<file path="config.mk">
export PLATFORM = sky130hd
export DESIGN_NAME = instr_fetch
export DESIGN_NICKNAME = d
export VERILOG_FILES = /design/src/rv_pkg.sv /design/src/instr_fetch.sv
export SDC_FILE = /design/constraint.sdc
export NUM_CORES = 1
export LEC_CHECK = 0
export BUFFER_PORTS_ARGS = -buffer_cell sky130_fd_sc_hd__buf_2
export CAP_MARGIN = 20
export CORE_AREA = 2 2 127 129
export DETAILED_ROUTE_END_ITERATION = 6
export DIE_AREA = 0 0 129 131
export PLACE_DENSITY_LB_ADDON = 0.25
export SKIP_CTS_REPAIR_TIMING = 1
export SKIP_LAST_GASP = 1
export SLEW_MARGIN = 20
export SYNTH_ARGS = -nofsm -noshare
export SYNTH_HDL_FRONTEND = slang
export SYNTH_SLANG_ARGS = --single-unit
</file>
<file path="constraint.sdc">
create_clock -name clk_1hz -period 2.35 [get_ports clk_1hz]
set_input_delay 0.235 -clock clk_1hz [delete_from_list [all_inputs] [get_ports clk_1hz]]
set_output_delay 0.235 -clock clk_1hz [all_outputs]
set_load 0.01 [all_outputs]
</file>
<file path="src/rv_pkg.sv">
// core widths, nop encoding, opcode/alu/branch encodings, decoded-instruction and redirect structs
package rv_pkg;

    localparam int XLEN       = 64;           // register and address width
    localparam int ILEN       = 32;           // instruction width
    localparam int REG_ADDR_W = 5;            // 32 architectural registers

    localparam logic [ILEN-1:0] NOP_INSTR = 32'h0000_0013;  // addi x0,x0,0

    // major opcodes kept by this core, anything else runs as a no-op
    typedef enum logic [6:0] {
        OPC_LUI    = 7'b0110111,
        OPC_AUIPC  = 7'b0010111,
        OPC_OP     = 7'b0110011,   // register-register
        OPC_OP_IMM = 7'b0010011,   // register-immediate
        OPC_LOAD   = 7'b0000011,
        OPC_STORE  = 7'b0100011,
        OPC_JAL    = 7'b1101111,
        OPC_JALR   = 7'b1100111,
        OPC_BRANCH = 7'b1100011
    } opcode_e;

    typedef enum logic [3:0] {
        ALU_ADD,
        ALU_SUB,
        ALU_AND,
        ALU_OR,
        ALU_XOR,
        ALU_SLT,                   // signed compare
        ALU_SLTU,                  // unsigned compare
        ALU_SLL,
        ALU_SRL,
        ALU_SRA
    } alu_op_e;

    // branch kinds as they appear in funct3
    localparam logic [2:0] F3_BEQ  = 3'b000;
    localparam logic [2:0] F3_BNE  = 3'b001;
    localparam logic [2:0] F3_BLT  = 3'b100;
    localparam logic [2:0] F3_BGE  = 3'b101;
    localparam logic [2:0] F3_BLTU = 3'b110;
    localparam logic [2:0] F3_BGEU = 3'b111;
    localparam logic [2:0] F3_DOUBLE = 3'b011;  // ld / sd, the only width kept

    // one instruction after decode
    typedef struct packed {
        logic [REG_ADDR_W-1:0] rd;
        logic [REG_ADDR_W-1:0] rs1;
        logic [REG_ADDR_W-1:0] rs2;
        logic [XLEN-1:0]       imm;       // already sign-extended for its format
        opcode_e               op;
        alu_op_e               alu_op;
        logic [2:0]            funct3;    // branch condition select
        logic                  use_imm;   // alu operand b from imm instead of rs2
        logic                  write_rd;
        logic                  is_load;
        logic                  is_store;
        logic                  is_branch;
        logic                  is_jal;
        logic                  is_jalr;
    } decoded_t;

    // pc change requested by execute
    typedef struct packed {
        logic            taken;
        logic [XLEN-1:0] target;
    } redirect_t;

endpackage

</file>
<file path="src/instr_fetch.sv">
// instr_fetch module: program counter, instruction register, valid flag and redirect handling
`timescale 1ns/1ps

module instr_fetch #(
    parameter logic [rv_pkg::XLEN-1:0] RESET_PC = '0
) (
    input  logic                    clk_1hz,
    input  logic                    reset_n,
    input  rv_pkg::redirect_t       redirect,     // from execute, same cycle
    output logic [rv_pkg::XLEN-1:0] i_mem_addr,
    input  logic [rv_pkg::ILEN-1:0] i_mem_data,
    output logic [rv_pkg::ILEN-1:0] instr,        // word executed this cycle
    output logic                    instr_valid,  // low for the squashed slot
    output logic [rv_pkg::XLEN-1:0] pc,           // current fetch address
    output logic [rv_pkg::XLEN-1:0] instr_pc      // address of instr
);

    logic [rv_pkg::XLEN-1:0] pc_next;

    // jump target wins over sequential step
    assign pc_next    = redirect.taken ? redirect.target : pc + rv_pkg::XLEN'(4);
    assign i_mem_addr = pc;   // memory answers combinationally

    always_ff @(posedge clk_1hz or negedge reset_n) begin
        if (!reset_n) begin
            pc          <= RESET_PC;
            instr       <= rv_pkg::NOP_INSTR;
            instr_valid <= 1'b0;
        end else begin
            pc <= pc_next;
            if (redirect.taken) begin
                // fall-through word was fetched in the wrong path, drop it
                instr       <= rv_pkg::NOP_INSTR;
                instr_valid <= 1'b0;
            end else begin
                instr       <= i_mem_data;
                instr_valid <= 1'b1;
            end
        end
    end

    // address travels alongside its word, only meaningful while instr_valid
    always_ff @(posedge clk_1hz) begin
        instr_pc <= pc;
    end

endmodule

</file>
## Word-level counts from Yosys, hierarchy flattened

Cells that the tools add are included.

- Register bits after elaboration: 161
- Bits in latches: 0
- Bits in writable memories: 0
- ROM bits: 0
- Input bits: 99
- Output and inout bits: 225
- Logic and storage cells: 8
- Memories kept: 0

- Add/sub/neg operators: 1
- Multiply operators: 0
- Div/mod/pow operators: 0
- $lt $le $gt $ge: 0
- Eq/ne operators: 0
- Shift-type cells: 0
- Muxes and demuxes: 3
- Bitwise logic cells: 0
- Reductions and logical operators: 0

Operators by type and width:

| kind | count |
|---|---|
| 64-bit by 3-bit adder with 64-bit output, second input constant | 1 |
| 64-bit 2-to-1 mux | 1 |
| 32-bit 2-to-1 mux | 1 |
| 1-bit 2-to-1 mux | 1 |

## Depth between registers and ports, before layout

- Depth after elaboration: 2
- Mapped depth: 7
- Mapped depth without buffers: 6

## Worst setup path before layout

No wires, ideal clock.

- Kind: register to register
- Start point: reg pc (netlist bit i_mem_addr[2])
- End point: reg pc (netlist bit i_mem_addr[60])
- Setup time: 0.124 ns
- Arrival time: 1.973 ns
- Required time: 2.226 ns
- Path slack: 0.253 ns
- Cell stages (with the launch flop): 7
- Buffers on the path: 0
- Clock period less this slack: 2.097 ns
- Cell sequence: dfrtp_1 ha_1 nand4_1 nor3_4 nand3_1 o31a_1 o31a_1

- Word-level cells in the longest chain between the ends: 2

RTL lines:

| element | RTL line | RTL |
|---|---|---|
| from (decl) | instr_fetch.sv:14 | `output logic [rv_pkg::XLEN-1:0] pc,` |
| from (signal assigned) | instr_fetch.sv:30 | `pc <= pc_next;` |
| 64-bit by 3-bit adder with 64-bit output | instr_fetch.sv:21 | `assign pc_next = redirect.taken ? redirect.target : pc + rv_pkg::XLEN'(4);` |
| 64-bit 2-to-1 mux | instr_fetch.sv:21 |  |
| named net pc_next, one bit | instr_fetch.sv:18 | `logic [rv_pkg::XLEN-1:0] pc_next;` |

The timed path passes the listed nets, and every way through them passes these cells.

## Final worst setup path

- Start point: reg pc (netlist bit i_mem_addr[19])
- End point: reg pc (netlist bit i_mem_addr[55])

The elaborated chain is that of the path after synthesis.

==> run_results.csv <==
group,metric,value,unit
logic_synthesis,synthesis.nets,727,
clock_network,cts.clk_slew.worst_paths,0.07,ns
global_routing,overflow,0,
worst_setup_path,path_common_cell,"buf_4",
job,maxCapViolations,0,
floorplanning,pin_count,324,
clock_network,h-tree-depth,4,
worst_setup_path,critPathLaunchType,"flop",
worst_setup_path,critPathBufInv,2,
floorplanning,die_h,131,um
place,port_buffers,323,
detailed_routing,drcViolationCount,0,
hold_path,holdPathEnd,"i_mem_addr[16]",
worst_setup_path,crit_chain,"nand3_1 > nor3_4 > buf_4 > nand4_1 > buf_4 > or4_1 > a31oi_1",
worst_setup_path,worst_path_max_delay_cell,"or4_1",
worst_setup_path,reg2reg_depth,7,
clock_network,cts-buffers-inserted,17,
cells_and_area,diodes,0,
clock_network,cts_buffer_depth,2,
worst_setup_path,crit_path_max_incr_delay,0.50,ns
place,hpwl,13650,um
logic_synthesis,ys_seq_elements,161,
global_routing,antenna_found_initial,1,
timing,setup_violations,0,
timing,clock_skew,0.01079,ns
hold_path,hold_class,"input pin to flop",
timing,final-hold-violation-count,0,
clock_network,cts_tree,"done",
place,place_congestion,0.8236,
hold_path,whs_path_depth,3,
clock_network,clock_latency,0.42,ns
hold_path,min_from,"redirect[16]",
logic_synthesis,ys_types,43,
timing,relSlewSlack,66.12,%
floorplanning,start_util,42.28,%
cells_and_area,layout_commonest_cell,"buf_2",
cells_and_area,layout_common_cells,"321 x buf_2, 92 x dfrtp_1, 64 x dfxtp_1, 49 x nand2_1, 45 x o21ai_0",
timing,slew_viol_final,0,
global_routing,grt_start_max_net_pins,73,
logic_synthesis,synth_simple_gate_area_share,21.27,%
global_routing,first_global_vias,5225,
timing,fin_crit,2.205,ns
worst_setup_path,timing.rr.start,"i_mem_addr[19]",
worst_setup_path,worstPathRequired,2.68,ns
cells_and_area,final_core_util,56.83,%
timing,rsz0062_at_grt,"yes",
cells_and_area,nFillCells,1417,
logic_synthesis,synth.largest_area_cell,"dfrtp_1",
worst_setup_path,crit_arrival,2.54,ns
logic_synthesis,synth_edf_count,0,
logic_synthesis,synthAdderAreaFrac,0.1897,%
worst_setup_path,cp_max_fo,15,
cells_and_area,instances_no_fill,1152,
cells_and_area,final_nets,1023,
clock_network,clock_sinks,161,
global_routing,grtUsageTotal,21.64,%
detailed_routing,viasPerCell,4.933,
place,place_area,8130,um2
place,dp.cells,1108,
worst_setup_path,cp-end-kind,"flop",
floorplanning,core,15600,um2
status,status,"finished clean",
floorplanning,rows,46,
timing,max_freq,453.4,MHz
logic_synthesis,syn_area,6595,um2
logic_synthesis,synth_top_cell_area_share,35.67,%
cells_and_area,final_cell_area,8864,um2
worst_setup_path,worstReg2RegEnd,"i_mem_addr[55]",
logic_synthesis,syn_area_per_cell,10.52,um2
logic_synthesis,ys.flop_type,"dfrtp_1",
clock_network,root_buffer,"clkbuf_16",
logic_synthesis,synth_mux_area_share,0.5122,%
cells_and_area,synthToLayoutAreaGrowth,34.40,%
cells_and_area,drive_above_1_share,44.66,%
worst_setup_path,critPathTopFamily,"simple AND/OR/NAND/NOR gates",
floorplanning,die_area,16900,um2
timing,hold_slack,0.01882,ns
logic_synthesis,syn_inst,627,
detailed_routing,final_antenna_net_count,0,
logic_synthesis,synth_xor_area_share,4.117,%
logic_synthesis,seq_area_frac_synth,56.29,%
detailed_routing,vias,5683,
logic_synthesis,synthTopCellsByArea,"dfrtp_1 36%, dfxtp_1 19%, buf_4 7.3%, o21ai_0 3.4%, nor2b_1 3.2%",
worst_setup_path,crit_type,"flop to flop",
global_routing,grt_pass1_wl,28020,um
timing,tightest_slew,0.5082,ns
detailed_routing,wl_per_cell,16.08,um
detailed_routing,drt-total-wl,18520,um
logic_synthesis,yosysWarnings,0,
floorplanning,die_x,129,um
power_and_ir_drop,powerDensity,798.9,nW/um2
detailed_routing,firstDrtPassIters,4,
timing,period_share,93.85,%
detailed_routing,drt_iter0_drc,337,
logic_synthesis,async_reset_ff_share,60.25,%
power_and_ir_drop,peakVddDrop,0.4660,mV
logic_synthesis,synth_top_family_by_area,"simple AND/OR/NAND/NOR gates",
logic_synthesis,synth_compound_area_share,7.987,%
worst_setup_path,r2r_setup_slack,0.14,ns
timing,tns,0,ns
power_and_ir_drop,total_leakage_power,4.191,nW
[power by group]
part | internal [mW] | total, mW | switching, mW
sequential | 3.00 | 3.19 | 0.189
combinational | 0.469 | 1.07 | 0.596
clock | 1.69 | 2.82 | 1.14
total | 5.16 | 7.08 | 1.92
[state kept, by name, indices dropped and copies added, names as in the netlist]
name and flops:
instr 32, instr_valid 1, instr_pc 64, i_mem_addr 64
[cell families (layout without fill, tap and decap cells)]
logic type,Yosys count,after routing
buf+inv,94,403
xor+xnor,31,31
simple gates,249,249
fa+ha+maj,1,1
mux,3,3
flops,161,161
compound gates,88,88
[worst min-delay path, stage by stage]
cell	delay (ns)
buf_2	0.07
nand2_1	0.04
o21ai_0	0.06
[routing by layer]
layer | GRT usage, % | routed length (um) | up-vias
li1 | - | - | 2726
met1 | 27.21 | 7726 | 2696
met2 | 36.88 | 9244 | 242
met3 | 5.334 | 1369 | 17
met4 | 7.033 | 172 | 2
met5 | 0 | 7 | -
[area by class of cell]
cell class / instances / area (um2) / area share, %
clock buffer: 21 / 480.5 / 5.421
clock inverter: 11 / 126.4 / 1.426
inverter: 5 / 18.77 / 0.2117
multi-input combinational: 372 / 2261 / 25.51
sequential: 161 / 3715 / 41.91
tap: 216 / 270.3 / 3.049
timing repair buffer: 366 / 1992 / 22.47
[worst max-delay path by stage]
stage | start | end | slack (ns) | depth (start not counted)
detailed placement | i_mem_addr[2] | i_mem_addr[60] | -0.01 | 7
global route | i_mem_addr[19] | i_mem_addr[48] | -0.005 | 5
global placement | i_mem_addr[2] | i_mem_addr[60] | 0.06 | 7
CTS | i_mem_addr[2] | i_mem_addr[60] | -0.03 | 7
finish | i_mem_addr[19] | i_mem_addr[55] | 0.14 | 7
floorplan | i_mem_addr[2] | i_mem_addr[60] | 0.25 | 6
[Yosys cell counts, types with 4 or more instances]
| cell type | count |
|---|---|
| dfrtp_1 | 94 |
| a31oi_1 | 22 |
| xor2_1 | 20 |
| nor4_1 | 4 |
| clkbuf_1 | 17 |
| nand2_1 | 49 |
| and2_1 | 4 |
| inv_1 | 5 |
| nor2b_1 | 34 |
| o31ai_1 | 11 |
| buf_4 | 64 |
| nor2_1 | 35 |
| nor3_1 | 5 |
| and4_1 | 6 |
| xnor2_1 | 11 |
| nand4_1 | 25 |
| dfxtp_1 | 64 |
| or4_1 | 12 |
| or3_1 | 12 |
| nand3_1 | 36 |
| o21ai_0 | 45 |
| and3_1 | 12 |
[metrics by stage]
stage | power (mW) | setup WS (ns)
after floorplan | 3.834 | 0.2528
after global placement | 4.303 | 0.05615
after detailed placement | 4.321 | -0.01174
after CTS | 7.126 | -0.02834
after global routing | 7.394 | -0.004520
final | 7.081 | 0.1446
(Power assumes the default switching activity.)
