===== src/rv_pkg.sv =====
// core widths, nop encoding, opcode/alu/branch encodings, decoded-instruction and redirect structs
package rv_pkg;

    localparam int XLEN       = 64;           // register and address width
    localparam int ILEN       = 32;           // instruction width
    localparam int REG_ADDR_W = 5;            // 32 architectural registers

    localparam logic [ILEN-1:0] NOP_INSTR = 32'h0000_0013;  // addi x0,x0,0

    // major opcodes kept by this core, anything else runs as a no-op
    typedef enum logic [6:0] {
        OPC_LUI    = 7'b0110111,
        OPC_AUIPC  = 7'b0010111,
        OPC_OP     = 7'b0110011,   // register-register
        OPC_OP_IMM = 7'b0010011,   // register-immediate
        OPC_LOAD   = 7'b0000011,
        OPC_STORE  = 7'b0100011,
        OPC_JAL    = 7'b1101111,
        OPC_JALR   = 7'b1100111,
        OPC_BRANCH = 7'b1100011
    } opcode_e;

    typedef enum logic [3:0] {
        ALU_ADD,
        ALU_SUB,
        ALU_AND,
        ALU_OR,
        ALU_XOR,
        ALU_SLT,                   // signed compare
        ALU_SLTU,                  // unsigned compare
        ALU_SLL,
        ALU_SRL,
        ALU_SRA
    } alu_op_e;

    // branch kinds as they appear in funct3
    localparam logic [2:0] F3_BEQ  = 3'b000;
    localparam logic [2:0] F3_BNE  = 3'b001;
    localparam logic [2:0] F3_BLT  = 3'b100;
    localparam logic [2:0] F3_BGE  = 3'b101;
    localparam logic [2:0] F3_BLTU = 3'b110;
    localparam logic [2:0] F3_BGEU = 3'b111;
    localparam logic [2:0] F3_DOUBLE = 3'b011;  // ld / sd, the only width kept

    // one instruction after decode
    typedef struct packed {
        logic [REG_ADDR_W-1:0] rd;
        logic [REG_ADDR_W-1:0] rs1;
        logic [REG_ADDR_W-1:0] rs2;
        logic [XLEN-1:0]       imm;       // already sign-extended for its format
        opcode_e               op;
        alu_op_e               alu_op;
        logic [2:0]            funct3;    // branch condition select
        logic                  use_imm;   // alu operand b from imm instead of rs2
        logic                  write_rd;
        logic                  is_load;
        logic                  is_store;
        logic                  is_branch;
        logic                  is_jal;
        logic                  is_jalr;
    } decoded_t;

    // pc change requested by execute
    typedef struct packed {
        logic            taken;
        logic [XLEN-1:0] target;
    } redirect_t;

endpackage


===== src/alu.sv =====
// alu module: 64-bit add/sub, bitwise logic, signed and unsigned compare, shifts
`timescale 1ns/1ps

module alu (
    input  rv_pkg::alu_op_e         alu_op,
    input  logic [rv_pkg::XLEN-1:0] a,
    input  logic [rv_pkg::XLEN-1:0] b,
    output logic [rv_pkg::XLEN-1:0] result
);

    logic [5:0] shamt;        // rv64 shifts use 6 bits
    logic       lt_signed;
    logic       lt_unsigned;

    assign shamt       = b[5:0];
    assign lt_signed   = $signed(a) < $signed(b);
    assign lt_unsigned = a < b;

    always_comb begin
        case (alu_op)
            rv_pkg::ALU_ADD: begin
                result = a + b;
            end
            rv_pkg::ALU_SUB: begin
                result = a - b;
            end
            rv_pkg::ALU_AND: begin
                result = a & b;
            end
            rv_pkg::ALU_OR: begin
                result = a | b;
            end
            rv_pkg::ALU_XOR: begin
                result = a ^ b;
            end
            rv_pkg::ALU_SLT: begin
                result = {{(rv_pkg::XLEN-1){1'b0}}, lt_signed};
            end
            rv_pkg::ALU_SLTU: begin
                result = {{(rv_pkg::XLEN-1){1'b0}}, lt_unsigned};
            end
            rv_pkg::ALU_SLL: begin
                result = a << shamt;
            end
            rv_pkg::ALU_SRL: begin
                result = a >> shamt;                   // zero fill
            end
            rv_pkg::ALU_SRA: begin
                result = $unsigned($signed(a) >>> shamt);  // sign fill
            end
            default: begin
                result = a + b;                        // unused encodings
            end
        endcase
    end

endmodule


===== src/exec_stage.sv =====
// exec_stage module: operand select, branch decision, load/store drive, write-back and redirect
`timescale 1ns/1ps

module exec_stage (
    input  logic                          instr_valid,
    input  logic [rv_pkg::XLEN-1:0]       instr_pc,
    input  rv_pkg::decoded_t              decoded,
    input  logic [rv_pkg::XLEN-1:0]       rs1_data,
    input  logic [rv_pkg::XLEN-1:0]       rs2_data,
    output logic                          we,
    output logic [rv_pkg::REG_ADDR_W-1:0] waddr,
    output logic [rv_pkg::XLEN-1:0]       wdata,
    output rv_pkg::redirect_t             redirect,
    output logic [rv_pkg::XLEN-1:0]       mem_addr,
    output logic [rv_pkg::XLEN-1:0]       mem_wdata,
    output logic                          mem_we,
    input  logic [rv_pkg::XLEN-1:0]       mem_rdata
);

    logic [rv_pkg::XLEN-1:0] alu_a;
    logic [rv_pkg::XLEN-1:0] alu_b;
    logic [rv_pkg::XLEN-1:0] alu_result;
    logic [rv_pkg::XLEN-1:0] pc_target;    // branch and jal destination
    logic [rv_pkg::XLEN-1:0] link_addr;    // return address for jumps
    logic                    branch_cond;
    logic                    jump;

    // auipc adds to its own pc, lui adds to zero
    assign alu_a = (decoded.op == rv_pkg::OPC_AUIPC) ? instr_pc :
                   (decoded.op == rv_pkg::OPC_LUI)   ? '0       : rs1_data;
    assign alu_b = decoded.use_imm ? decoded.imm : rs2_data;

    alu u_alu (
        .alu_op (decoded.alu_op),
        .a      (alu_a),
        .b      (alu_b),
        .result (alu_result)
    );

    assign pc_target = instr_pc + decoded.imm;
    assign link_addr = instr_pc + rv_pkg::XLEN'(4);

    always_comb begin
        case (decoded.funct3)
            rv_pkg::F3_BEQ:  branch_cond = (rs1_data == rs2_data);
            rv_pkg::F3_BNE:  branch_cond = (rs1_data != rs2_data);
            rv_pkg::F3_BLT:  branch_cond = ($signed(rs1_data) <  $signed(rs2_data));
            rv_pkg::F3_BGE:  branch_cond = ($signed(rs1_data) >= $signed(rs2_data));
            rv_pkg::F3_BLTU: branch_cond = (rs1_data <  rs2_data);
            rv_pkg::F3_BGEU: branch_cond = (rs1_data >= rs2_data);
            default:         branch_cond = 1'b0;   // decode already blocks these
        endcase
    end

    assign jump = decoded.is_jal | decoded.is_jalr;

    // a squashed slot can neither redirect nor write anything
    assign redirect.taken  = instr_valid && (jump || (decoded.is_branch && branch_cond));
    assign redirect.target = decoded.is_jalr ? {alu_result[rv_pkg::XLEN-1:1], 1'b0}
                                             : pc_target;

    assign we    = instr_valid && decoded.write_rd;
    assign waddr = decoded.rd;
    assign wdata = jump            ? link_addr :
                   decoded.is_load ? mem_rdata : alu_result;

    assign mem_addr  = alu_result;        // rs1 + imm for ld / sd
    assign mem_wdata = rs2_data;
    assign mem_we    = instr_valid && decoded.is_store;   // one cycle per sd

endmodule


===== config.mk =====
export PLATFORM = sky130hd
export DESIGN_NAME = exec_stage
export DESIGN_NICKNAME = d
export VERILOG_FILES = /design/src/rv_pkg.sv /design/src/alu.sv /design/src/exec_stage.sv
export SDC_FILE = /design/constraint.sdc
export NUM_CORES = 2
export LEC_CHECK = 0
export BUFFER_PORTS_ARGS = -buffer_cell sky130_fd_sc_hd__buf_2
export CAP_MARGIN = 20
export CORE_MARGIN = 8
export CORE_UTILIZATION = 45
export DETAILED_ROUTE_END_ITERATION = 10
export GPL_TIMING_DRIVEN = 1
export PLACE_DENSITY = 0.66
export SYNTH_ARGS = -nofsm -noshare
export SYNTH_HDL_FRONTEND = slang
export SYNTH_SLANG_ARGS = --single-unit
export TNS_END_PERCENT = 50

===== constraint.sdc =====
create_clock -name vclk -period 8.9
set_input_delay 1.335 -clock vclk [all_inputs]
set_output_delay 1.335 -clock vclk [all_outputs]
set_load 0.05 [all_outputs]

* Word-level counts from Yosys, hierarchy flattened
Cells that the tools add are included.
Word-level totals: flip-flop bits (word level) 0, input bits 357, output and inout port bits 264, logic and storage cells 49
Operators by class: $add $sub $neg 4, magnitude comparators 6, equality and inequality tests 18, shift-type cells 3, muxes and demuxes 8, bitwise logic cells 4, reductions and logical operators 6
Operators with widths (number):
- 64-bit one-hot mux with 9 select lines | 1
- 64-bit two-way mux | 6
- 64-bit less-than comparator | 4
- 64-bit adder | 2
- 64-bit >= comparator | 2
- 64-bit by 3-bit adder with 64-bit output (second input constant) | 1
- 64-bit AND | 1
- 64-bit equality test | 1
- 64-bit != test | 1
- 64-bit OR | 1
- 64-bit by 6-bit left shift with 64-bit output | 1
- 64-bit by 6-bit >> shifter with 64-bit output | 1
- 64-bit by 6-bit >>> shifter with 64-bit output | 1
- 64-bit subtractor | 1
- 64-bit bitwise XOR | 1
- 4-bit by 3-bit equality test with 1-bit output (second input constant) | 4
- 3-bit equality test (second input constant) | 4
- 4-bit by 2-bit equality test with 1-bit output (second input constant) | 2
- 4-bit equality test (second input constant) | 2
- 7-bit by 5-bit equality test with 1-bit output (second input constant) | 1
- 7-bit by 6-bit equality test with 1-bit output (second input constant) | 1
- 1-bit one-hot mux with 6 select lines | 1
- 4-bit by 1-bit equality test with 1-bit output (second input constant) | 1
- 1-bit logical AND | 4
- 4 further kinds | 4

* Depth between registers and ports, before layout
depth after elaboration 7, gate-level depth with buffers 23, gate-level depth less buffers 18

* Modules after synthesis
From an unflattened synthesis, not the netlist that was laid out.
Second synthesis, totals: cells, all modules 4666, area total of the unflattened synthesis 29874.9 um2
By module, submodules not included:
- alu | instances 1, cells an instance 2880, area each 18931.9 um2, sequential area each 0.0 um2
- exec_stage | instances 1, cells an instance 1786, area each 10943.0 um2, sequential area each 0.0 um2

* Worst setup path after synthesis
No wires, ideal clock.
path type input to output, start point in decoded[17] (netlist name), end point out wdata[60] (netlist name), arrival 7.687 ns, required time 7.565 ns, setup slack -0.122 ns, cell stages on the path 22, path buffers 5, path through and4bb_2 -> nand2_1 -> buf_2 -> buf_2 -> clkbuf_1 -> buf_1 -> buf_1 -> nand2_1 -> o21ai_0 -> ha_1 -> or4_1 -> nor3_1 -> nand2_1 -> or4_1 -> a31oi_1 -> o21ai_0 -> a31oi_1 -> o21ai_0 -> o221a_2 -> o21ai_0 -> nor2_1 -> o22ai_1
On the way: cells in the longest elaborated chain, start to end 7, elaborated cells between the ends (all ways) 15, those cells by class add/sub (2); eq/ne (2); shift (3); mux (5); bitwise (3)
Ends and longest elaborated chain:
- from (decl) | RTL line exec_stage.sv:7 | input rv_pkg::decoded_t decoded,
- 7-bit by 6-bit equality test with 1-bit output | RTL line exec_stage.sv:30 | (decoded.op == rv_pkg::OPC_LUI) ? '0 : rs1_data;
- 64-bit two-way mux | RTL line exec_stage.sv:30
- 64-bit two-way mux (*) | RTL line exec_stage.sv:29 | assign alu_a = (decoded.op == rv_pkg::OPC_AUIPC) ? instr_pc :
- 64-bit adder, or another cell as far along | RTL line alu.sv:22, alu.sv:52
- 64-bit one-hot mux with 9 select lines (*) | RTL line alu.sv:20 | case (alu_op)
- via mem_addr, one bit | RTL line exec_stage.sv:14 | output logic [rv_pkg::XLEN-1:0] mem_addr,
- 64-bit two-way mux (*) | RTL line exec_stage.sv:65 | decoded.is_load ? mem_rdata : alu_result;
- 64-bit two-way mux (*) | RTL line exec_stage.sv:64 | assign wdata = jump ? link_addr :
- to (decl) | RTL line exec_stage.sv:12 | output logic [rv_pkg::XLEN-1:0] wdata,
The timed path passes the listed nets; every way through them passes the cells marked *.

==> flow_summary_export.csv <==
group,metric,value,unit
sta,post-route-period-util,1.00,
global_route,grt_overflow,0,
global_route,antenna_found_initial,31,
setup_path,cp-start-kind,"primary input",
cells_and_area,num-fill-cells,7672,
logic_synthesis,netlist_area,33300,um2
drt,drt_iter0_markers,9228,
hold_path,min_path_type,"in -> out",
drt,ant_nets,0,
drt,vias_per_cell,7.16,
floorplan,core,73100,um2
sta,setup_tns,-20.6,ps
sta,slew_headroom,0.119,
cells_and_area,clkbuf_count,0,
drt,wl_per_cell,33.8,um
setup_path,cp-end-kind,"output port",
logic_synthesis,yosysTopAreaCell,"ha_1",
cells_and_area,drive_above_1_share,0.188,
status,violations,"design-rule violations, negative setup slack",
setup_path,worst-path-max-fanout,33,
setup_path,cp.arrival,7590,ps
logic_synthesis,synth_warnings,0,
clock_network,holdBufCountCts,0,
drt,wl,225000,um
cells_and_area,area.sequential,0,um2
floorplan,die_w,288,um
cells_and_area,syn_to_final_growth,14.9,%
global_route,grt_pass1_vias,42846,
logic_synthesis,syn_nets,5916,
drt,vias,47687,
sta,finalSetupViolations,1,
logic_synthesis,synth.top_cell.area_share,0.121,
drt,first_pass_iters,11,
sta,hold_slack,2670,ps
placed_design,numPortBuffers,601,
cells_and_area,nNetsFinal,6370,
floorplan,rows,99,
clock_network,cts_resized,0,
cells_and_area,layout_common_cells,"nand2_1, buf_2, a21oi_1",
cells_and_area,mostFrequentLayoutCell,"nand2_1",
pwr,powerDensity,114,nW/um2
pwr,total_power,4.34,mW
floorplan,pin_count,621,
cells_and_area,design.seq.count,0,
sta,drv_slew,0,
placed_design,dp_cells,6645,
sta,rsz0062_at_grt,"false",
run,max-cap-violations,0,
floorplan,initial_utilization,0.455,
global_route,grt_max_degree,124,
clock_network,post_cts_buffers,0,
sta,setup_ws,-20.6,ps
placed_design,dp_hpwl,185000,um
cells_and_area,finalNonFillerCells,6661,
pwr,ir_drop,0.142,mV
setup_path,crit_type,"in -> out",
sta,min_period,8920,ps
logic_synthesis,seq_area_frac_synth,0,
logic_synthesis,ys_types,97,
global_route,grt_pass1_wl,311000,um
global_route,gr-usage-all-layers,0.506,
drt,drc,1,
floorplan,die_y,288,um
sta,tightest_slew,1310,ps
logic_synthesis,synthTopCellsByArea,"ha_1, mux2i_1, a21oi_1",
sta,max_freq,112,MHz
setup_path,cp.required,7570,ps
logic_synthesis,synth_cells,5235,
sta,finalHoldViolCount,0,
pwr,leakage,17.8,nW
status,status,"finished, violations left",
floorplan,die_area,82900,um2
placed_design,gp_congestion,1.17,
logic_synthesis,postSynthAreaPerCell,6.35,um2
-- layout make-up --
type | instances | area, um2 | share of cell area
timing repair buffer | 910 | 5760 | 0.151
inverter | 317 | 1200 | 0.0314
tap | 959 | 1200 | 0.0314
multi-input combinational | 4460 | 30000 | 0.785
antenna | 15 | 37.5 | 0.000982
-- cell families (layout without fill, tap and decap cells) --
kind of cell               Yosys count  after routing  synth area share
AOI/OAI and AO/OA                 1915           1915             0.371
and+or+nand+nor                   1671           1671             0.232
xor gates and xnor gates           137            137            0.0361
adders and majority gates          324            324             0.123
muxes                              413            413             0.136
other                                0             15                 0
buffers and inverters              775           1227             0.101
-- where the power goes --
| group | leakage [nW] | total, mW | internal, mW | switching [mW] |
|---|---|---|---|---|
| clock | 0.0000874 | 0.000000299 | 0.000000299 | 0 |
| sequential | 0 | 0 | 0 | 0 |
| combinational | 17.8 | 4.34 | 1.26 | 3.08 |
-- path summary, 6_finish.rpt --
path,slack (ps),from,cells after the start,endpoint
worst max-delay path,-20,decoded[17],23,redirect[63]
worst min-delay path,2670,decoded[95],0,waddr[0]
-- synthesized netlist by cell type, types with 18 or more instances --
| cell | count |
|---|---|
| a221o_1 | 18 |
| or3_1 | 40 |
| a32oi_1 | 19 |
| o21a_1 | 41 |
| nor3_1 | 98 |
| buf_2 | 80 |
| xor2_1 | 54 |
| mux4_2 | 25 |
| nand2b_1 | 57 |
| inv_1 | 312 |
| o211ai_1 | 122 |
| a21boi_0 | 21 |
| nand2_1 | 640 |
| and3_1 | 52 |
| mux2i_1 | 327 |
| o21bai_1 | 52 |
| o21ai_0 | 452 |
| o22ai_1 | 51 |
| nand3_1 | 170 |
| a21oi_1 | 504 |
| nor2b_1 | 72 |
| a211oi_1 | 91 |
| nand4_1 | 64 |
| a31oi_1 | 65 |
| ha_1 | 321 |
| and2_1 | 21 |
| xnor2_1 | 83 |
| buf_1 | 40 |
| a21o_1 | 113 |
| o221ai_1 | 31 |
| mux2_2 | 58 |
| a221oi_1 | 49 |
| nor4_1 | 26 |
| o2111ai_1 | 21 |
| buf_4 | 81 |
| clkbuf_1 | 250 |
| a22oi_1 | 58 |
| o31ai_1 | 24 |
| nor2_1 | 365 |
-- layer usage --
| metal | track usage | vias to the layer above | wire [um] |
|---|---|---|---|
| met1 | 0.635 | 22211 | 82300 |
| met2 | 0.687 | 4427 | 85100 |
| met3 | 0.281 | 839 | 42700 |
| met4 | 0.243 | 16 | 14600 |
| met5 | 0 | - | 202 |
| li1 | - | 20194 | - |
-- critical path: stages --
cell and delay, ps:
buf_2 100, nand4bb_1 250, nor2_4 370, buf_12 280
mux2i_1 600, inv_1 160, ha_1 500, and3_1 380
and3_1 200, a32o_1 120, nor2_1 40, a21oi_1 550
a41o_1 410, a41oi_2 390, o31ai_1 390, buf_4 190
a31oi_1 100, o21ai_1 120, buf_4 220, nand4_1 160
a211oi_1 320, buf_4 190, buf_12 130
-- stage by stage --
stage | area (um2) | setup WS, ps | util
detailed placement | 38200 | 209 | 0.522
floorplan | 33300 | 305 | -
global placement | 38200 | 254 | 0.522
CTS | 38200 | 151 | 0.522
global route | 38200 | 10.2 | 0.523
finish | 38200 | -20.6 | 0.523
Note: power is estimated with default switching activity, not from simulation.
