[src/rv_pkg.sv]
// core widths, nop encoding, opcode/alu/branch encodings, decoded-instruction and redirect structs
package rv_pkg;

    localparam int XLEN       = 64;           // register and address width
    localparam int ILEN       = 32;           // instruction width
    localparam int REG_ADDR_W = 5;            // 32 architectural registers

    localparam logic [ILEN-1:0] NOP_INSTR = 32'h0000_0013;  // addi x0,x0,0

    // major opcodes kept by this core, anything else runs as a no-op
    typedef enum logic [6:0] {
        OPC_LUI    = 7'b0110111,
        OPC_AUIPC  = 7'b0010111,
        OPC_OP     = 7'b0110011,   // register-register
        OPC_OP_IMM = 7'b0010011,   // register-immediate
        OPC_LOAD   = 7'b0000011,
        OPC_STORE  = 7'b0100011,
        OPC_JAL    = 7'b1101111,
        OPC_JALR   = 7'b1100111,
        OPC_BRANCH = 7'b1100011
    } opcode_e;

    typedef enum logic [3:0] {
        ALU_ADD,
        ALU_SUB,
        ALU_AND,
        ALU_OR,
        ALU_XOR,
        ALU_SLT,                   // signed compare
        ALU_SLTU,                  // unsigned compare
        ALU_SLL,
        ALU_SRL,
        ALU_SRA
    } alu_op_e;

    // branch kinds as they appear in funct3
    localparam logic [2:0] F3_BEQ  = 3'b000;
    localparam logic [2:0] F3_BNE  = 3'b001;
    localparam logic [2:0] F3_BLT  = 3'b100;
    localparam logic [2:0] F3_BGE  = 3'b101;
    localparam logic [2:0] F3_BLTU = 3'b110;
    localparam logic [2:0] F3_BGEU = 3'b111;
    localparam logic [2:0] F3_DOUBLE = 3'b011;  // ld / sd, the only width kept

    // one instruction after decode
    typedef struct packed {
        logic [REG_ADDR_W-1:0] rd;
        logic [REG_ADDR_W-1:0] rs1;
        logic [REG_ADDR_W-1:0] rs2;
        logic [XLEN-1:0]       imm;       // already sign-extended for its format
        opcode_e               op;
        alu_op_e               alu_op;
        logic [2:0]            funct3;    // branch condition select
        logic                  use_imm;   // alu operand b from imm instead of rs2
        logic                  write_rd;
        logic                  is_load;
        logic                  is_store;
        logic                  is_branch;
        logic                  is_jal;
        logic                  is_jalr;
    } decoded_t;

    // pc change requested by execute
    typedef struct packed {
        logic            taken;
        logic [XLEN-1:0] target;
    } redirect_t;

endpackage

[src/instr_decode.sv]
// instr_decode module: field split, immediate build, alu op mapping and class flags
`timescale 1ns/1ps

module instr_decode (
    input  logic [rv_pkg::ILEN-1:0] instr,
    output rv_pkg::decoded_t        decoded
);

    logic [6:0]              opcode;
    logic [2:0]              funct3;
    logic [6:0]              funct7;
    logic [rv_pkg::XLEN-1:0] imm_i;
    logic [rv_pkg::XLEN-1:0] imm_s;
    logic [rv_pkg::XLEN-1:0] imm_b;
    logic [rv_pkg::XLEN-1:0] imm_u;
    logic [rv_pkg::XLEN-1:0] imm_j;
    logic                    alt;        // instr[30], picks sub / sra
    logic                    op_ok;      // funct7 legal for register-register
    logic                    shift_ok;   // upper imm bits legal for shift-immediate
    rv_pkg::alu_op_e         arith_op;   // shared by OP and OP_IMM

    assign opcode = instr[6:0];
    assign funct3 = instr[14:12];
    assign funct7 = instr[31:25];
    assign alt    = instr[30];

    // sign-extended immediates, one per format
    assign imm_i = {{52{instr[31]}}, instr[31:20]};
    assign imm_s = {{52{instr[31]}}, instr[31:25], instr[11:7]};
    assign imm_b = {{52{instr[31]}}, instr[7], instr[30:25], instr[11:8], 1'b0};
    assign imm_u = {{32{instr[31]}}, instr[31:12], 12'b0};
    assign imm_j = {{44{instr[31]}}, instr[19:12], instr[20], instr[30:21], 1'b0};

    assign op_ok = (funct7 == 7'b0000000) ||
                   (funct7 == 7'b0100000 && (funct3 == 3'b000 || funct3 == 3'b101));
    // shamt is 6 bits on rv64 so only instr[31:26] is checked
    assign shift_ok = (funct3 == 3'b001) ? (instr[31:26] == 6'b000000) :
                      (funct3 == 3'b101) ? (instr[31:26] == 6'b000000 ||
                                            instr[31:26] == 6'b010000) : 1'b1;

    always_comb begin
        case (funct3)
            3'b000: arith_op = (opcode == rv_pkg::OPC_OP && alt) ? rv_pkg::ALU_SUB
                                                                  : rv_pkg::ALU_ADD;
            3'b001: arith_op = rv_pkg::ALU_SLL;
            3'b010: arith_op = rv_pkg::ALU_SLT;
            3'b011: arith_op = rv_pkg::ALU_SLTU;
            3'b100: arith_op = rv_pkg::ALU_XOR;
            3'b101: arith_op = alt ? rv_pkg::ALU_SRA : rv_pkg::ALU_SRL;
            3'b110: arith_op = rv_pkg::ALU_OR;
            default: arith_op = rv_pkg::ALU_AND;   // 111
        endcase
    end

    always_comb begin
        decoded        = '0;                       // unknown opcode leaves every flag clear
        decoded.rd     = instr[11:7];
        decoded.rs1    = instr[19:15];
        decoded.rs2    = instr[24:20];
        decoded.funct3 = funct3;
        decoded.op     = rv_pkg::opcode_e'(opcode);
        decoded.alu_op = rv_pkg::ALU_ADD;          // address and upper-imm math
        decoded.imm    = imm_i;
        case (opcode)
            rv_pkg::OPC_LUI, rv_pkg::OPC_AUIPC: begin
                decoded.imm      = imm_u;
                decoded.use_imm  = 1'b1;
                decoded.write_rd = 1'b1;
            end
            rv_pkg::OPC_OP: begin
                decoded.alu_op   = arith_op;
                decoded.write_rd = op_ok;
            end
            rv_pkg::OPC_OP_IMM: begin
                decoded.alu_op   = arith_op;
                decoded.use_imm  = 1'b1;
                decoded.write_rd = shift_ok;
            end
            rv_pkg::OPC_LOAD: begin
                decoded.use_imm  = 1'b1;
                decoded.is_load  = (funct3 == rv_pkg::F3_DOUBLE);
                decoded.write_rd = (funct3 == rv_pkg::F3_DOUBLE);
            end
            rv_pkg::OPC_STORE: begin
                decoded.imm      = imm_s;
                decoded.use_imm  = 1'b1;
                decoded.is_store = (funct3 == rv_pkg::F3_DOUBLE);
            end
            rv_pkg::OPC_JAL: begin
                decoded.imm      = imm_j;
                decoded.is_jal   = 1'b1;
                decoded.write_rd = 1'b1;
            end
            rv_pkg::OPC_JALR: begin
                decoded.use_imm  = 1'b1;                // rs1 + imm through the alu
                decoded.is_jalr  = (funct3 == 3'b000);
                decoded.write_rd = (funct3 == 3'b000);
            end
            rv_pkg::OPC_BRANCH: begin
                decoded.imm       = imm_b;
                decoded.is_branch = (funct3 != 3'b010) && (funct3 != 3'b011);
            end
            default: ;
        endcase
    end

endmodule

[config.mk]
export PLATFORM = sky130hd
export DESIGN_NAME = instr_decode
export DESIGN_NICKNAME = d
export VERILOG_FILES = /design/src/rv_pkg.sv /design/src/instr_decode.sv
export SDC_FILE = /design/constraint.sdc
export NUM_CORES = 1
export LEC_CHECK = 0
export ABC_AREA = 1
export BUFFER_PORTS_ARGS = -buffer_cell sky130_fd_sc_hd__buf_4
export CAP_MARGIN = 15
export CORE_ASPECT_RATIO = 0.6
export CORE_MARGIN = 8
export CORE_UTILIZATION = 37
export DETAILED_ROUTE_END_ITERATION = 7
export PLACE_DENSITY_LB_ADDON = 0.08
export SYNTH_ARGS = -nofsm -noshare
export SYNTH_HDL_FRONTEND = slang
export SYNTH_SLANG_ARGS = --single-unit
[constraint.sdc]
create_clock -name vclk -period 1.2
set_clock_uncertainty 0.1 [all_clocks]
set_input_delay 0.18 -clock vclk [all_inputs]
set_output_delay 0.18 -clock vclk [all_outputs]
set_load 0.02 [all_outputs]
# == Yosys cells after proc, flatten, opt, wreduce, memory -nomap -nowiden ==
# Index checks and enable logic that the tools add are counted.
# word_totals
ff_bits,0
inputBits,32
# op_classes
reduce_logical,13
n_eq_ne,19
mux,14
# ops
op,count
one-hot mux 31 bit (4 select lines),1
== test 7 x 6 -> 1 bit (second input constant),4
one-hot mux 4 bit (7 select lines),1
== test 7 bit (second input constant),3
== test 7 x 5 -> 1 bit (second input constant),2
two-way mux 1 bit,10
== test 3 bit (second input constant),3
== test 7 x 2 -> 1 bit (second input constant),1
logical NOT 7 bit,1
== test 3 x 2 -> 1 bit (second input constant),2
== test 6 x 5 -> 1 bit (second input constant),1
logical NOT 6 bit,1
inequality test 3 x 2 -> 1 bit (second input constant),2
OR reduction 6 bit,1
one-hot mux 1 bit (5 select lines),1
two-way mux 4 bit,1
OR reduction 2 bit,2
== test 3 x 1 -> 1 bit (second input constant),1
logical AND 1 bit,3
logical NOT 3 bit,1
logical OR 1 bit,3
OR reduction 3 bit,1

# == Longest topological paths before layout ==
# Gate-level depths: netlist of the first run.
# depth
word_depth,5
mapped_depth,8

# == Least setup slack after synthesis of the first run ==
# No wires, ideal clock.
# synth_path
path_type,in2out
startpoint,input instr[3] (netlist bit)
endpoint,output decoded[41] (netlist bit)
slack_ns,-0.242
stages,6
required_time_ns,0.920
t_arrival_ns,1.162
path_buffers,1
path_cell_list,inv_1 nand2_1 nor2_2 nand2_4 buf_6 o21ai_0
# synth_rtl
element,line,text
"start, declared",instr_decode.sv:5,"input logic [rv_pkg::ILEN-1:0] instr,"
"end, declared",instr_decode.sv:6,output rv_pkg::decoded_t decoded

==> key figures, run 1 <==
STA
  • F_max: ~690 MHz
  • Tcrit/Tclk final: 1.21
  • Final setup viols: 42
  • Min Hold Slack: 0.471 ns
  • Setup TNS: -8.55 ns
  • Max-Slew Margin vs Limit: 0.823
  • Final Max Slew Viols: 0
  • Post-route minimum period: 1.46 ns
  • RSZ-0062 raised after global routing: true
  • Final Hold Vio Count: 0
  • PnR worst setup slack: -0.255 ns
  • Worst Max-Slew Pin Slew: 0.264 ns

Synth
  • Warnings from Yosys: 0
  • Cells after Synth: 220
  • Synth top area share: 0.366
  • Syn Area/Cell: between 5 and 6 um2
  • Mapped Area: between 1000 and 1500 um2
  • Synth top area cells: buf_4, nand2_1, inv_1
  • Largest area contributor in the netlist: buf_4
  • Post-synthesis sequential area ratio: 0
  • Count of cell types in the netlist: 22
  • Mapped Nets: 252

Route
  • Top sig layer: met3
  • Met1 WL: 2230 um
  • Initial drt markers: 34
  • DR vias: 1703
  • Met2 WL post-DR: between 2000 and 3000 um
  • Initial DRT Pass Iterations: 4
  • Remaining DRCs: 0
  • WL met3: 345 um
  • Vias per inst: approximately 4.4
  • Total Wirelength: 5170 um
  • Antenna Nets Post-Route: 0
  • Routed len/inst: around 13 um

Global route
  • Initial antenna violation count: 0
  • Grt total ovfl: 0
  • Global Route Usage Sum: 0.168
  • Number of global-route vias before repair: between 1.5k and 2k
  • Global-route wire length before repair: 7830 um
  • Largest net degree at the start of global routing: 14

Worst setup path
  • WP buf/inv: 4
  • CP dominant cell by count: buf_6
  • Slowest stage cell, crit path: nor2_4
  • Delay-heaviest family, CP: simple AND/OR/NAND/NOR gates
  • Crit path required time: 0.92 ns
  • Critical path class: input port to output pin
  • Slowest cell delay on critical path: about 0.22 ns
  • CP endpoint kind: output pin
  • Startpoint types: input port
  • Crit path DAT: ~1.2 ns
  • Critical-path cell list: buf_8, inv_4, nand2_2, nor2_4, buf_6, nand3_2, nand2_1, nor2_1, nand3_1, buf_6
  • Critical Path Fanout Max: 7

Die
  • FP Rows: 16
  • Die extent in x: 90.5 um
  • Die Height: around 61 um
  • Initial core utilization: 0.382
  • DIE AREA: 5490 um2
  • CORE AREA: approximately 3200 um2
  • Top Ports: ~130

Pwr
  • Gate power share: 1.000
  • Leak: roughly 1.4 nW
  • Sequential Power Share: 0
  • Switch Pwr: 0.000521 W
  • Pwr dens: roughly 380 nW/um2
  • Sw Ratio: 0.539
  • Clk pwr share: 0
  • Peak VDD IR: 0.268 mV
  • Int Power: between 0.0004 and 0.0005 W

Flow run
  • Max-Cap Viols: 0

Finish
  • Sequential cell area: 0 um2
  • Nets: between 300 and 400
  • Clock buffers: 0
  • # diodes: 0
  • Area delta synth->final: 106%
  • Share of post-route cells with drive strength above 1: 0.685
  • Core Util, Final: 0.787
  • Seq Cell Count: 0

Outcome
  • Outcome: complete, but fails checks
  • Failing checks: negative setup slack

Placed design
  • Gpl congestion: 0.882
  • Port Buf Inserts: approximately 130
  • Pre-CTS setup slack: -0.305 ns
  • Post-DP HPWL: 4270 um

Clocking
  • Post-CTS Hold Buffers: 0

Hold path
  • Worst hold-check path type: input port to output pin
==> layout make-up <==
cell class,instances,area (um2)
Timing Repair Buffer,181,1500
Multi-Input combinational cell,127,842
Fill cell,235,686
Inverter,32,140
Tap cell,45,56.3
==> worst paths after layout <==
path	from	endpoint	cells past startpoint
max	instr[2]	decoded[5]	10
min	instr[15]	decoded[90]	2
==> per-layer routing <==
layer	vias to the layer above	GRT usage
li1	869	-
met1	770	0.199
met2	64	0.321
met3	0	0.0395
met4	0	0.00469
met5	-	0
==> cell families after synthesis <==
| group | count (synthesis) | synth area share |
|---|---|---|
| buffers and inverters | 93 | 0.479 |
| AND/OR/NAND/NOR | 100 | 0.398 |
| AO/OA/AOI/OAI | 27 | 0.123 |
==> repair_timing <==
item / 4_1_cts / 5_1_grt
pin swaps: 12 / 5
buffers inserted: 6 / 2
endpoints found under the setup margin: 41 / 42
gates resized for setup: 57 / 16
==> power groups by stage <==
stage | Sequential, W | Clock [W] | Combinational (W)
after floorplan | 0 | 0 | 0.000530
final | 0 | 0 | 0.000966
after CTS | 0 | 0 | 0.000954
after global placement | 0 | 0 | 0.000880
after detailed placement | 0 | 0 | 0.000885
after global routing | 0 | 0 | 0.00102
==> stage by stage <==
stage                     cells  cell area (um2)  power, W
after floorplan             220             1320  0.000530
after global placement      377             2220  0.000880
after detailed placement    377             2220  0.000885
after CTS                   383             2460  0.000954
after global routing        385             2540   0.00102
final                       385             2540  0.000966
==> synthesized netlist by cell type, types with 2 or more instances <==
library cell	count
inv_2	2
o21ai_0	12
nor2_2	3
a21oi_1	5
o21ai_1	5
nand3_1	16
nor3_1	3
o21ai_2	3
inv_1	29
buf_4	60
nand2_1	40
nand2_4	3
nand2_8	2
nor2_1	29
==> cell usage in the layout (no fill, tap or decap), types with 3 or more instances in the layout <==
cell type	synthesis	layout
buf_4	60	149
buf_6	1	28
buf_8	0	3
inv_1	29	24
inv_2	2	4
nand2_1	40	30
nand2_2	1	7
nand2_4	3	6
nand2_8	2	3
nand3_1	16	12
nand3_2	0	4
nor2_1	29	24
nor2_2	3	3
nor2_4	1	6
o21ai_0	12	5
o21ai_1	5	7
o21ai_2	3	5
o21ai_4	0	3
Power figures use the tool's default switching activity.
==> run 2, diff against run 1 <==
--- a/config.mk
+++ b/config.mk
@@ -8,7 +8,7 @@
 export ABC_AREA = 1
 export BUFFER_PORTS_ARGS = -buffer_cell sky130_fd_sc_hd__buf_4
 export CAP_MARGIN = 15
-export CORE_ASPECT_RATIO = 0.6
+export CORE_ASPECT_RATIO = 0.75
 export CORE_MARGIN = 8
 export CORE_UTILIZATION = 37
 export DETAILED_ROUTE_END_ITERATION = 7
==> constraint.sdc (replaced) <==
create_clock -name vclk -period 1.6
set_clock_uncertainty 0.1 [all_clocks]
set_input_delay 0.24 -clock vclk [all_inputs]
set_output_delay 0.24 -clock vclk [all_outputs]
set_load 0.02 [all_outputs]
==> key figures, run 2 (synthesized netlist as in run 1, its figures left out) <==
Pwr
  • Int Power: 0.000279 W (was 0.000445 W)
  • Leak: 1.21 nW (was 1.44 nW)
  • Gate power share: 1.000 (about the same)
  • Sw Ratio: 0.568 (was 0.539)
  • Peak VDD IR: 0.166 mV (was 0.268 mV)
  • Pwr dens: 304 nW/um2 (was 381 nW/um2)
  • Clk pwr share: 0 (about the same)
  • Tot Pwr: 0.000644 W (was 0.000966 W)
  • Sequential Power Share: 0 (about the same)
  • Switch Pwr: 0.000366 W (was 0.000521 W)

Finish
  • Clock buffers: 0 (unchanged)
  • Final Non-Filler Cells: 346 (was 385)
  • Nets: 340 (was 374)
  • Seq Cell Count: 0 (unchanged)
  • Fillers: 313 (was 235)
  • Most common cell after layout, fill and taps aside: buf_4 (unchanged)
  • Share of post-route cells with drive strength above 1: 0.601 (was 0.685)
  • Area delta synth->final: 71.8% (was 106%)
  • Most frequent cells in the layout: buf_4, nand2_1, nor2_1 (was buf_4, nand2_1, buf_6)
  • Sequential cell area: 0 um2 (unchanged)
  • # diodes: 0 (unchanged)

Placed design
  • Inst Count DP: 343 (was 377)
  • Gpl congestion: 0.833 (was 0.882)
  • Post-DP HPWL: 3880 um (was 4270 um)
  • Port Buf Inserts: 132 (unchanged)

STA
  • Final setup viols: 0 (was 42)
  • Tcrit/Tclk final: 0.968
  • Final Hold Vio Count: 0 (unchanged)
  • F_max: around 650 MHz
  • Worst Max-Slew Pin Slew: 0.245 ns (was 0.264 ns)
  • Post-route minimum period: between 1.5 and 2 ns
  • Final Max Slew Viols: 0 (unchanged)
  • Max-Slew Margin vs Limit: 0.836 (was 0.823)
  • RSZ-0062 raised after global routing: true (unchanged)

Global route
  • Global-route wire length before repair: 6440 um (was 7830 um)
  • Global Route Usage Sum: 0.139 (was 0.168)
  • Grt total ovfl: 0 (unchanged)
  • Largest net degree at the start of global routing: 23 (was 14)
  • Number of global-route vias before repair: 1401 (was 1645)
  • Initial antenna violation count: 0 (unchanged)

Die
  • Initial core utilization: 0.380 (was 0.382)
  • FP Rows: 18 (was 16)
  • DIE AREA: 5450 um2 (was 5490 um2)
  • CORE AREA: 3240 um2 (was 3220 um2)
  • Die extent in x: 82.6 um (was 90.5 um)
  • Die Height: 66.0 um (was 60.7 um)
  • Top Ports: 132 (unchanged)

Route
  • Antenna Nets Post-Route: 0 (unchanged)
  • Initial DRT Pass Iterations: 4 (unchanged)
  • Initial drt markers: 60 (was 34)
  • Vias per inst: 4.49 (was 4.42)
  • Total Wirelength: 4640 um (was 5170 um)
  • Remaining DRCs: 0 (unchanged)
  • DR vias: 1555 (was 1703)
  • Routed len/inst: 13.4 um (about the same)

Worst setup path
  • CP endpoint kind: output pin (unchanged)
  • Crit path required time: 1.26 ns (was 0.92 ns)
  • Crit path DAT: 1.21 ns (was 1.18 ns)
  • Crit. Startpoint: instr[4] (was instr[2])
  • Startpoint types: input port (unchanged)
  • Critical Path Fanout Max: 8 (was 7)
  • Critical path class: input port to output pin (unchanged)

Clocking
  • Post-CTS Hold Buffers: 0 (unchanged)

Hold path
  • WHS Endpoint: decoded[90] (unchanged)
  • Hold path depth: 2 (unchanged)
  • Worst hold start: instr[15] (unchanged)
  • Worst hold-check path type: input port to output pin (unchanged)

Outcome
  • Outcome: finished clean (was complete, but fails checks)

Flow run
  • Max-Cap Viols: 0 (unchanged)
-- run 2: changes by cell type in the layout (fill, tap and decap cells not counted), moves of 3 or more --
cell	change
nand2_4	-3
o21ai_4	-3
buf_6	-15
o21ai_0	+4
buf_4	-17
-- run 2: how the worst max path moves through the flow --
stage,endpoint,slack [ns]
6_report,decoded[33],0.05
5_1_grt,decoded[5],-0.01
4_1_cts,decoded[10],-0.001
3_5_place_dp,decoded[51],-0.09
3_3_place_gp,decoded[51],-0.1
2_1_floorplan,decoded[41],0.04
-- run 2: area by class of cell --
type	instances	area [um2]	share of cell area
well taps	40	50.0	0.0237
multi-input cells	127	754	0.357
inverters	32	144	0.0680
repair buffers	147	1170	0.552
-- run 2: stage by stage --
| stage | cell area [um2] | setup TNS (ns) | hold slack [ns] | worst slack, ns | utilization |
|---|---|---|---|---|---|
| floorplan | 1230 | 0 | 0.493 | 0.0379 | - |
| global route | 2120 | -0.0425 | 0.597 | -0.0121 | 0.652 |
| finish | 2120 | 0 | 0.592 | 0.0512 | 0.652 |
| detailed placement | 1900 | -0.635 | 0.591 | -0.0874 | 0.586 |
| global placement | 1900 | -0.422 | 0.590 | -0.0958 | 0.586 |
| CTS | 1920 | -0.00119 | 0.591 | -0.00119 | 0.591 |
-- run 2: metal layers --
metal  track usage  wire length (um)  vias up
met5             0                 0        -
met4             0                 0        0
met3        0.0340               606        0
met2         0.262              2330       80
met1         0.163              1700      680
li1              -                 -      795
-- run 2: what timing repair did --
action | 4_1_cts | 5_1_grt
setup endpoints to repair | 13 | 30
gates cloned | 0 | 0
hold endpoints to repair | 0 | 0
setup buffers | 0 | 3
resized for setup | 5 | 50
pin swaps | 1 | 17
-- run 2: worst max-delay path: stages --
cell     delay [ns]
buf_8          0.11
inv_8          0.07
nand2_8        0.06
nor2_8         0.16
nand2_8        0.09
nand2_8        0.12
inv_8          0.05
nand2_8        0.08
o21ai_2        0.06
buf_4          0.16
-- run 2: power groups by stage --
stage	registers, W	logic [W]	clock network [W]
3_3_place_gp	0	0.000592	0
3_5_place_dp	0	0.000594	0
2_1_floorplan	0	0.000380	0
5_1_grt	0	0.000685	0
4_1_cts	0	0.000599	0
6_report	0	0.000644	0
